**config.mk**
```make
export PLATFORM = sky130hd
export DESIGN_NAME = team_03
export DESIGN_NICKNAME = d
export VERILOG_FILES = /design/src/team_03_pkg.sv /design/src/team_03.sv /design/src/wishbone_manager.sv /design/src/gpio_result_port.sv /design/src/txn_regs.sv /design/src/core_ctrl.sv /design/src/gpio_cmd_decoder.sv
export SDC_FILE = /design/constraint.sdc
export NUM_CORES = 1
export LEC_CHECK = 0
export BUFFER_PORTS_ARGS = -buffer_cell sky130_fd_sc_hd__buf_2
export CAP_MARGIN = 20
export CORE_MARGIN = 2
export CORE_UTILIZATION = 55
export DETAILED_ROUTE_END_ITERATION = 12
export HOLD_SLACK_MARGIN = 0.02
export PLACE_DENSITY = 0.82
export SETUP_SLACK_MARGIN = 0.02
export SYNTH_ARGS = -nofsm -noshare
export SYNTH_HDL_FRONTEND = slang
export SYNTH_SLANG_ARGS = --single-unit
```
**constraint.sdc**
```tcl
create_clock -name clk -period 4.6 [get_ports clk]
set_input_delay 0.92 -clock clk [delete_from_list [all_inputs] [get_ports clk]]
set_output_delay 0.92 -clock clk [all_outputs]
set_load 0.005 [all_outputs]
```
**src/team_03_pkg.sv**
```systemverilog
/*
 * Shared definitions for the GPIO command to Wishbone bridge.
 * Bus field widths, command codes and the GPIO pin map.
 */
`default_nettype none

package team_03_pkg;

    // Wishbone bus fields
    typedef logic [31:0] wb_addr_t;
    typedef logic [31:0] wb_data_t;
    typedef logic [3:0]  wb_sel_t;

    // Command fields from the pins
    typedef logic [7:0]  cmd_byte_t;
    typedef logic [2:0]  cmd_code_t;

    // Command codes, code 7 falls back to NOP
    localparam cmd_code_t CMD_NOP   = 3'd0;
    // Byte shifts in at the bottom
    localparam cmd_code_t CMD_ADDR  = 3'd1;
    localparam cmd_code_t CMD_DATA  = 3'd2;
    // Low nibble becomes the lane select
    localparam cmd_code_t CMD_SEL   = 3'd3;
    localparam cmd_code_t CMD_WRITE = 3'd4;
    localparam cmd_code_t CMD_READ  = 3'd5;
    // Low 2 bits pick the shown read byte
    localparam cmd_code_t CMD_SHOW  = 3'd6;

    // GPIO pin map
    localparam int GPIO_W       = 34;
    localparam int PIN_BYTE_LSB = 0;
    localparam int PIN_CMD_LSB  = 8;
    localparam int PIN_STROBE   = 11;
    localparam int PIN_RES_LSB  = 12;
    localparam int PIN_BUSY     = 20;
    localparam int PIN_DONE     = 21;

endpackage

`default_nettype wire
```
**src/team_03.sv**
```systemverilog
/*
 * Chip top for the GPIO command to Wishbone bridge.
 * Connects command decode, control, transfer registers,
 * result pins and the bus manager.
 */
`timescale 1ns/1ps
`default_nettype none

module team_03 (
    input  wire logic                        clk,
    input  wire logic                        rst_n,
    input  wire logic                        en,
    input  wire logic [team_03_pkg::GPIO_W-1:0] gpio_in,
    output logic [team_03_pkg::GPIO_W-1:0]   gpio_out,
    output logic [team_03_pkg::GPIO_W-1:0]   gpio_oeb,
    output team_03_pkg::wb_addr_t            wb_adr,
    output team_03_pkg::wb_data_t            wb_dat_wr,
    output team_03_pkg::wb_sel_t             wb_sel,
    output logic                             wb_we,
    output logic                             wb_stb,
    output logic                             wb_cyc,
    input  wire team_03_pkg::wb_data_t       wb_dat_rd,
    input  wire logic                        wb_ack
);
    import team_03_pkg::*;

    // Decoded command
    logic      cmd_valid;
    cmd_code_t cmd_code;
    cmd_byte_t cmd_byte;

    // Control strobes
    logic addr_shift, data_shift, sel_load, show_load;
    logic start_write, start_read;
    logic done;

    // Transfer request and result
    wb_addr_t addr;
    wb_data_t wr_data;
    wb_sel_t  sel;
    wb_data_t rd_data;
    logic     xfer_done;
    logic     busy;

    gpio_cmd_decoder u_decoder (
        .clk       (clk),
        .rst_n     (rst_n),
        .gpio_in   (gpio_in),
        .cmd_valid (cmd_valid),
        .cmd_code  (cmd_code),
        .cmd_byte  (cmd_byte)
    );

    core_ctrl u_ctrl (
        .clk         (clk),
        .rst_n       (rst_n),
        .en          (en),
        .cmd_valid   (cmd_valid),
        .cmd_code    (cmd_code),
        .xfer_done   (xfer_done),
        .addr_shift  (addr_shift),
        .data_shift  (data_shift),
        .sel_load    (sel_load),
        .show_load   (show_load),
        .start_write (start_write),
        .start_read  (start_read),
        .done        (done)
    );

    txn_regs u_regs (
        .clk        (clk),
        .rst_n      (rst_n),
        .addr_shift (addr_shift),
        .data_shift (data_shift),
        .sel_load   (sel_load),
        .cmd_byte   (cmd_byte),
        .addr       (addr),
        .wr_data    (wr_data),
        .sel        (sel)
    );

    gpio_result_port u_result (
        .clk       (clk),
        .rst_n     (rst_n),
        .show_load (show_load),
        .cmd_byte  (cmd_byte),
        .xfer_done (xfer_done),
        .rd_data   (rd_data),
        .busy      (busy),
        .done      (done),
        .gpio_out  (gpio_out),
        .gpio_oeb  (gpio_oeb)
    );

    wishbone_manager u_wb (
        .clk         (clk),
        .rst_n       (rst_n),
        .start_write (start_write),
        .start_read  (start_read),
        .addr        (addr),
        .wr_data     (wr_data),
        .sel         (sel),
        .rd_data     (rd_data),
        .xfer_done   (xfer_done),
        .busy        (busy),
        .wb_adr      (wb_adr),
        .wb_dat_wr   (wb_dat_wr),
        .wb_sel      (wb_sel),
        .wb_we       (wb_we),
        .wb_stb      (wb_stb),
        .wb_cyc      (wb_cyc),
        .wb_dat_rd   (wb_dat_rd),
        .wb_ack      (wb_ack)
    );

endmodule

`default_nettype wire

```
**src/wishbone_manager.sv**
```systemverilog
/*
 * Wishbone manager for classic single transfers. Registers the
 * request on start, holds cyc and stb until ack, returns read data.
 */
`timescale 1ns/1ps
`default_nettype none

module wishbone_manager (
    input  wire logic                  clk,
    input  wire logic                  rst_n,
    input  wire logic                  start_write,
    input  wire logic                  start_read,
    input  wire team_03_pkg::wb_addr_t addr,
    input  wire team_03_pkg::wb_data_t wr_data,
    input  wire team_03_pkg::wb_sel_t  sel,
    output team_03_pkg::wb_data_t      rd_data,
    output logic                       xfer_done,
    output logic                       busy,
    output team_03_pkg::wb_addr_t      wb_adr,
    output team_03_pkg::wb_data_t      wb_dat_wr,
    output team_03_pkg::wb_sel_t       wb_sel,
    output logic                       wb_we,
    output logic                       wb_stb,
    output logic                       wb_cyc,
    input  wire team_03_pkg::wb_data_t wb_dat_rd,
    input  wire logic                  wb_ack
);

    logic start;
    logic ack_seen;

    // A start during an open cycle is ignored
    assign start    = (start_write || start_read) && !wb_cyc;
    assign ack_seen = wb_cyc && wb_ack;

    // Open cycle means busy
    assign busy = wb_cyc;

    always_ff @(posedge clk) begin
        if (!rst_n) begin
            wb_cyc    <= 1'b0;
            wb_stb    <= 1'b0;
            wb_we     <= 1'b0;
            wb_adr    <= '0;
            wb_dat_wr <= '0;
            wb_sel    <= '0;
            rd_data   <= '0;
            xfer_done <= 1'b0;
        end else begin
            xfer_done <= ack_seen;
            if (start) begin
                // Request fields stay frozen until ack
                wb_cyc    <= 1'b1;
                wb_stb    <= 1'b1;
                wb_we     <= start_write;
                wb_adr    <= addr;
                wb_dat_wr <= wr_data;
                wb_sel    <= sel;
            end else if (ack_seen) begin
                wb_cyc <= 1'b0;
                wb_stb <= 1'b0;
                wb_we  <= 1'b0;
                // Only reads update the returned word
                if (!wb_we) begin
                    rd_data <= wb_dat_rd;
                end
            end
        end
    end

endmodule

`default_nettype wire

```
**src/gpio_result_port.sv**
```systemverilog
/*
 * Result pins. Holds the last read word, picks the shown byte and
 * drives the result, busy and done pins with their directions.
 */
`timescale 1ns/1ps
`default_nettype none

module gpio_result_port (
    input  wire logic                        clk,
    input  wire logic                        rst_n,
    input  wire logic                        show_load,
    input  wire team_03_pkg::cmd_byte_t      cmd_byte,
    input  wire logic                        xfer_done,
    input  wire team_03_pkg::wb_data_t       rd_data,
    input  wire logic                        busy,
    input  wire logic                        done,
    output logic [team_03_pkg::GPIO_W-1:0]   gpio_out,
    output logic [team_03_pkg::GPIO_W-1:0]   gpio_oeb
);
    import team_03_pkg::*;

    wb_data_t  rd_word;
    logic [1:0] show_idx;
    cmd_byte_t  shown_byte;

    always_ff @(posedge clk) begin
        if (!rst_n) begin
            rd_word  <= '0;
            show_idx <= '0;
        end else begin
            // Manager holds rd_data over writes, so reload every time
            if (xfer_done) begin
                rd_word <= rd_data;
            end
            if (show_load) begin
                show_idx <= cmd_byte[1:0];
            end
        end
    end

    assign shown_byte = rd_word[show_idx*8 +: 8];

    // Unused outputs stay low
    always_comb begin
        gpio_out = '0;
        gpio_out[PIN_RES_LSB +: $bits(cmd_byte_t)] = shown_byte;
        gpio_out[PIN_BUSY] = busy;
        gpio_out[PIN_DONE] = done;
    end

    // Active-low enables, result through done pins drive out
    always_comb begin
        gpio_oeb = '1;
        gpio_oeb[PIN_DONE:PIN_RES_LSB] = '0;
    end

endmodule

`default_nettype wire

```
**src/txn_regs.sv**
```systemverilog
/*
 * Transfer request registers. Address and write data are built a
 * byte at a time, the lane select loads from a single byte.
 */
`timescale 1ns/1ps
`default_nettype none

module txn_regs (
    input  wire logic                   clk,
    input  wire logic                   rst_n,
    input  wire logic                   addr_shift,
    input  wire logic                   data_shift,
    input  wire logic                   sel_load,
    input  wire team_03_pkg::cmd_byte_t cmd_byte,
    output team_03_pkg::wb_addr_t       addr,
    output team_03_pkg::wb_data_t       wr_data,
    output team_03_pkg::wb_sel_t        sel
);

    // Values persist across transfers
    always_ff @(posedge clk) begin
        if (!rst_n) begin
            addr    <= '0;
            wr_data <= '0;
            sel     <= '0;
        end else begin
            // New byte enters at the bottom, older bytes move up
            if (addr_shift) begin
                addr <= {addr[$bits(addr)-$bits(cmd_byte)-1:0], cmd_byte};
            end
            if (data_shift) begin
                wr_data <= {wr_data[$bits(wr_data)-$bits(cmd_byte)-1:0], cmd_byte};
            end
            // Only the low nibble matters
            if (sel_load) begin
                sel <= cmd_byte[$bits(sel)-1:0];
            end
        end
    end

endmodule

`default_nettype wire

```
**src/core_ctrl.sv**
```systemverilog
/*
 * Control FSM. Accepts decoded commands when idle and enabled,
 * issues register load strobes or transfer starts and keeps
 * the done flag.
 */
`timescale 1ns/1ps
`default_nettype none

module core_ctrl (
    input  wire logic                   clk,
    input  wire logic                   rst_n,
    input  wire logic                   en,
    input  wire logic                   cmd_valid,
    input  wire team_03_pkg::cmd_code_t cmd_code,
    input  wire logic                   xfer_done,
    output logic                        addr_shift,
    output logic                        data_shift,
    output logic                        sel_load,
    output logic                        show_load,
    output logic                        start_write,
    output logic                        start_read,
    output logic                        done
);
    import team_03_pkg::*;

    typedef enum logic [1:0] {
        IDLE   = 2'd0,
        BUS    = 2'd1,
        SETTLE = 2'd2
    } state_t;

    state_t state, state_next;
    logic   accept;

    // Commands only count when idle and enabled
    assign accept = cmd_valid && en && (state == IDLE);

    // Command decode, strobes last the single accept cycle
    always_comb begin
        addr_shift  = 1'b0;
        data_shift  = 1'b0;
        sel_load    = 1'b0;
        show_load   = 1'b0;
        start_write = 1'b0;
        start_read  = 1'b0;
        if (accept) begin
            case (cmd_code)
                CMD_ADDR:  addr_shift  = 1'b1;
                CMD_DATA:  data_shift  = 1'b1;
                CMD_SEL:   sel_load    = 1'b1;
                CMD_SHOW:  show_load   = 1'b1;
                CMD_WRITE: start_write = 1'b1;
                CMD_READ:  start_read  = 1'b1;
                // NOP and code 7
                default:   ;
            endcase
        end
    end

    always_comb begin
        state_next = state;
        case (state)
            IDLE: begin
                if (start_write || start_read) begin
                    state_next = BUS;
                end
            end
            BUS: begin
                if (xfer_done) begin
                    state_next = SETTLE;
                end
            end
            // One dead cycle so a command in the done cycle is dropped
            SETTLE:  state_next = IDLE;
            default: state_next = IDLE;
        endcase
    end

    always_ff @(posedge clk) begin
        if (!rst_n) begin
            state <= IDLE;
            done  <= 1'b0;
        end else begin
            state <= state_next;
            // Cleared on start, set at the end of the transfer
            if (start_write || start_read) begin
                done <= 1'b0;
            end else if (xfer_done) begin
                done <= 1'b1;
            end
        end
    end

endmodule

`default_nettype wire

```
**src/gpio_cmd_decoder.sv**
```systemverilog
/*
 * GPIO command decoder. Synchronizes the strobe pin, detects its
 * rising edge and captures the code and byte fields.
 */
`timescale 1ns/1ps
`default_nettype none

module gpio_cmd_decoder (
    input  wire logic                           clk,
    input  wire logic                           rst_n,
    input  wire logic [team_03_pkg::GPIO_W-1:0] gpio_in,
    output logic                                cmd_valid,
    output team_03_pkg::cmd_code_t              cmd_code,
    output team_03_pkg::cmd_byte_t              cmd_byte
);
    import team_03_pkg::*;

    logic strobe_meta;
    logic strobe_sync;
    logic strobe_prev;
    logic strobe_rise;

    // High for one cycle after the synced strobe goes up
    assign strobe_rise = strobe_sync && !strobe_prev;

    always_ff @(posedge clk) begin
        if (!rst_n) begin
            strobe_meta <= 1'b0;
            strobe_sync <= 1'b0;
            strobe_prev <= 1'b0;
            cmd_valid   <= 1'b0;
            cmd_code    <= CMD_NOP;
            cmd_byte    <= '0;
        end else begin
            // Two-flop synchronizer, then edge history
            strobe_meta <= gpio_in[PIN_STROBE];
            strobe_sync <= strobe_meta;
            strobe_prev <= strobe_sync;
            cmd_valid   <= strobe_rise;
            // Latch fields with the edge, pins may move afterwards
            if (strobe_rise) begin
                cmd_code <= gpio_in[PIN_CMD_LSB +: $bits(cmd_code_t)];
                cmd_byte <= gpio_in[PIN_BYTE_LSB +: $bits(cmd_byte_t)];
            end
        end
    end

endmodule

`default_nettype wire

```
==> flow_metrics.py <==
metrics = {
    "layout": {
        "fillCellCount": 1349,
        "regArea_um2": 4470,
        "nets": 1099,
        "area_delta_synth_final_pct": 12.5,
        "multi_input_area_um2": 4010,
        "drive_gt1_share_pct": 18.2,
    },
    "power_and_ir_drop": {
        "power_frac_comb_pct": 2.8,
        "internal_power_uw": 3040,
        "swShare_pct": 20.9,
        "peakVddDrop_v": 0.000248,
        "cellLeakagePower_uw": 0.00377,
        "power_uw": 3840,
        "power_switching_uw": 804,
        "cellPowerDensity_nw_per_um2": 376,
        "pwr-share-seq_pct": 50.5,
        "p_clk_share_pct": 46.7,
    },
    "sta": {
        "maxSlewHeadroom_pct": 25.4,
        "rsz0062_at_grt": "no",
        "final_hold_viol_count": 0,
        "fmax_mhz": 351,
        "worst_pin_slew_ns": 1.12,
        "drv_slew": 0,
        "fin_crit_ns": 2.85,
        "tns_ns": 0,
        "post-route-period-util_pct": 62.0,
        "setup_viol": 0,
        "skew_ns": 0.00711,
    },
    "clock_tree": {
        "cts.sinks": 223,
        "postCtsSetupBuffers": 0,
        "cts-buffers-inserted": 23,
        "clk_pin_slew_ns": 0.06,
        "cts_resized": 0,
        "insertion_delay_ns": 0.50,
        "clockBufferDepth": 3,
        "cts_tree": "yes",
        "cts_root_buffer": "clkbuf_16",
        "ctsHoldBuffers": 0,
        "cts_max_level": 1,
    },
    "worst_setup_path": {
        "endpoint_kind": "output pin",
        "worstPathMaxFanout": 9,
        "r2r-start": "u_ctrl.state[0]",
        "crit_arrival_ns": 1.93,
        "crit_type": "flop to output pin",
        "start_kind": "flop",
        "cpMaxStageDelayCell": "dfxtp_1",
        "startpoint": "u_result.show_idx[0]",
        "worstPathCellList": "mux4_2 > buf_2",
        "cpPeakStageDelay_ns": 0.70,
        "worstPathRequired_ns": 3.68,
    },
    "floorplanning": {
        "placementRows": 46,
        "initial_utilization_pct": 56.8,
        "die_area_um2": 17600,
        "coreArea_um2": 16000,
        "dieHeight_um": 133,
        "die_x_um": 133,
        "ios": 209,
    },
    "global_route": {
        "antenna_found_initial": 1,
        "grtUsageTotal_pct": 21.7,
        "grt_pass1_vias": 6259,
        "grt_pass1_wl_um": 31700,
        "grt_max_degree": 115,
        "overflow": 0,
    },
    "synthesis": {
        "yosysSeqAreaShare_pct": 49.2,
        "synth_area_um2": 9080,
        "synthTopCellsByCount": "dfxtp_1, nand2_1, mux2i_1, a21boi_0, o21ai_0",
        "yosysMostFrequentCell": "dfxtp_1",
        "synth-edff-count": 0,
        "yosys_warnings": 0,
        "async_flop_share_pct": 0,
        "ys_types": 34,
        "synth_top_cell_by_area": "dfxtp_1",
        "synth_area_leaders": "dfxtp_1, mux2i_1, a21boi_0",
        "synth_top_area_share_pct": 49.2,
        "syn_inst": 948,
        "ys.flop_type": "dfxtp_1",
        "syn_area_per_cell_um2": 9.58,
        "synth_seq_cells": 223,
    },
    "detailed_routing": {
        "wl_per_cell_um": 15.6,
        "drc": 0,
        "drt_iter0_drc": 425,
        "wl_um": 19700,
        "via_per_inst": 5.28,
        "vias": 6649,
        "firstDrtPassIters": 5,
        "antenna_left": 0,
    },
    "placement": {
        "dp_hpwl_um": 12500,
        "gp_congestion": 0.758,
        "portBuffers": 128,
    },
    "status": {
        "outcome": "completed",
    },
    "flow_run": {
        "maxCapViolCount": 0,
    },
    "hold_path": {
        "hold_path.class": "flop to flop",
        "holdCritStartpoint": "u_decoder.strobe_meta",
    },
}
==> stage by stage <==
| stage | instances | hold slack [ns] | setup WS [ns] | area [µm²] | utilization (%) |
|---|---|---|---|---|---|
| after floorplan | 1004 | 0.406 | 2.54 | 9290 | - |
| after detailed placement | 1220 | 0.421 | 1.58 | 9480 | 59.3 |
| after CTS | 1259 | 0.435 | 1.70 | 10200 | 63.8 |
| after global placement | 1220 | 0.413 | 1.60 | 9480 | 59.3 |
| after global routing | 1260 | 0.448 | 1.62 | 10200 | 63.8 |
| final | 1260 | 0.431 | 1.75 | 10200 | 63.8 |
==> worst max-delay path, delay by kind of cell, from the launching register on <==
kind                   cells  cell delay, ns
buffers and inverters      1            0.14
DFF                        1            0.70
muxes                      1            0.59
==> kinds of logic (layout without fill, tap and decap cells) <==
logic type	count (synthesis)	count (layout)	synth area share [%]
AND/OR/NAND/NOR	287	287	15.0
flip-flops	223	223	49.2
AO/OA/AOI/OAI	184	184	13.3
buffers and inverters	142	181	9.19
multiplexers	110	110	13.2
other	2	59	0.0827
==> power groups by stage <==
stage          sequential (µW)  combinational [µW]  clock (µW)
5_1_grt                   1940                 119        1910
3_5_place_dp              1980                 106           0
3_3_place_gp              1980                 107           0
2_1_floorplan             1980                 108           0
4_1_cts                   1940                 107        1820
6_report                  1940                 108        1800
==> state kept, by name, summed over array words and instances, names as in the netlist, 2 cells and up <==
name,flops
u_regs.wr_data,32
u_wb.wb_sel,4
u_regs.sel,4
u_result.rd_word,32
u_regs.addr,32
u_wb.wb_dat_wr,32
u_ctrl.state,2
u_decoder.cmd_code,3
u_result.show_idx,2
u_wb.wb_adr,32
u_wb.rd_data,32
u_decoder.cmd_byte,8
==> path summary, 6_finish.rpt <==
path	slack [ns]	to	depth (start not counted)
hold / removal	0.43	u_decoder.strobe_sync	1
hold reg to reg	0.43	u_decoder.strobe_sync	1
setup reg to reg	2.11	u_regs.wr_data[13]	4
setup / recovery	1.75	gpio_out[17]	2
==> layout make-up <==
class,instances,area share [%]
flip-flops and latches,223,43.7
multi-input cells,639,39.2
repair buffers,140,7.18
clock buffers,33,6.59
well taps,216,2.65
clock inverters,6,0.563
inverters,2,0.0735
diodes,1,0.0245
==> metal layers <==
metal  vias up  global-route usage [%]  wire length, µm
met2       216                    34.0             8990
li1       3259                       -                -
met4         0                    7.41              471
met3        37                    4.37             1330
met1      3137                    30.1             8900
met5         -                       0                0
==> cell usage in the layout (no fill, tap or decap), types with 6 or more instances in the layout <==
cell type / netlist / layout
buf_4: 61 / 13
dfxtp_1: 223 / 222
conb_1: 2 / 58
nand3_1: 68 / 68
nor2b_1: 34 / 34
mux4_2: 8 / 8
nand2_1: 164 / 164
o21ai_0: 69 / 69
a21boi_1: 20 / 20
clkbuf_16: 0 / 23
a21boi_0: 91 / 91
mux2i_1: 102 / 102
clkbuf_8: 0 / 6
buf_2: 10 / 127
Power figures use the tool's default switching activity.
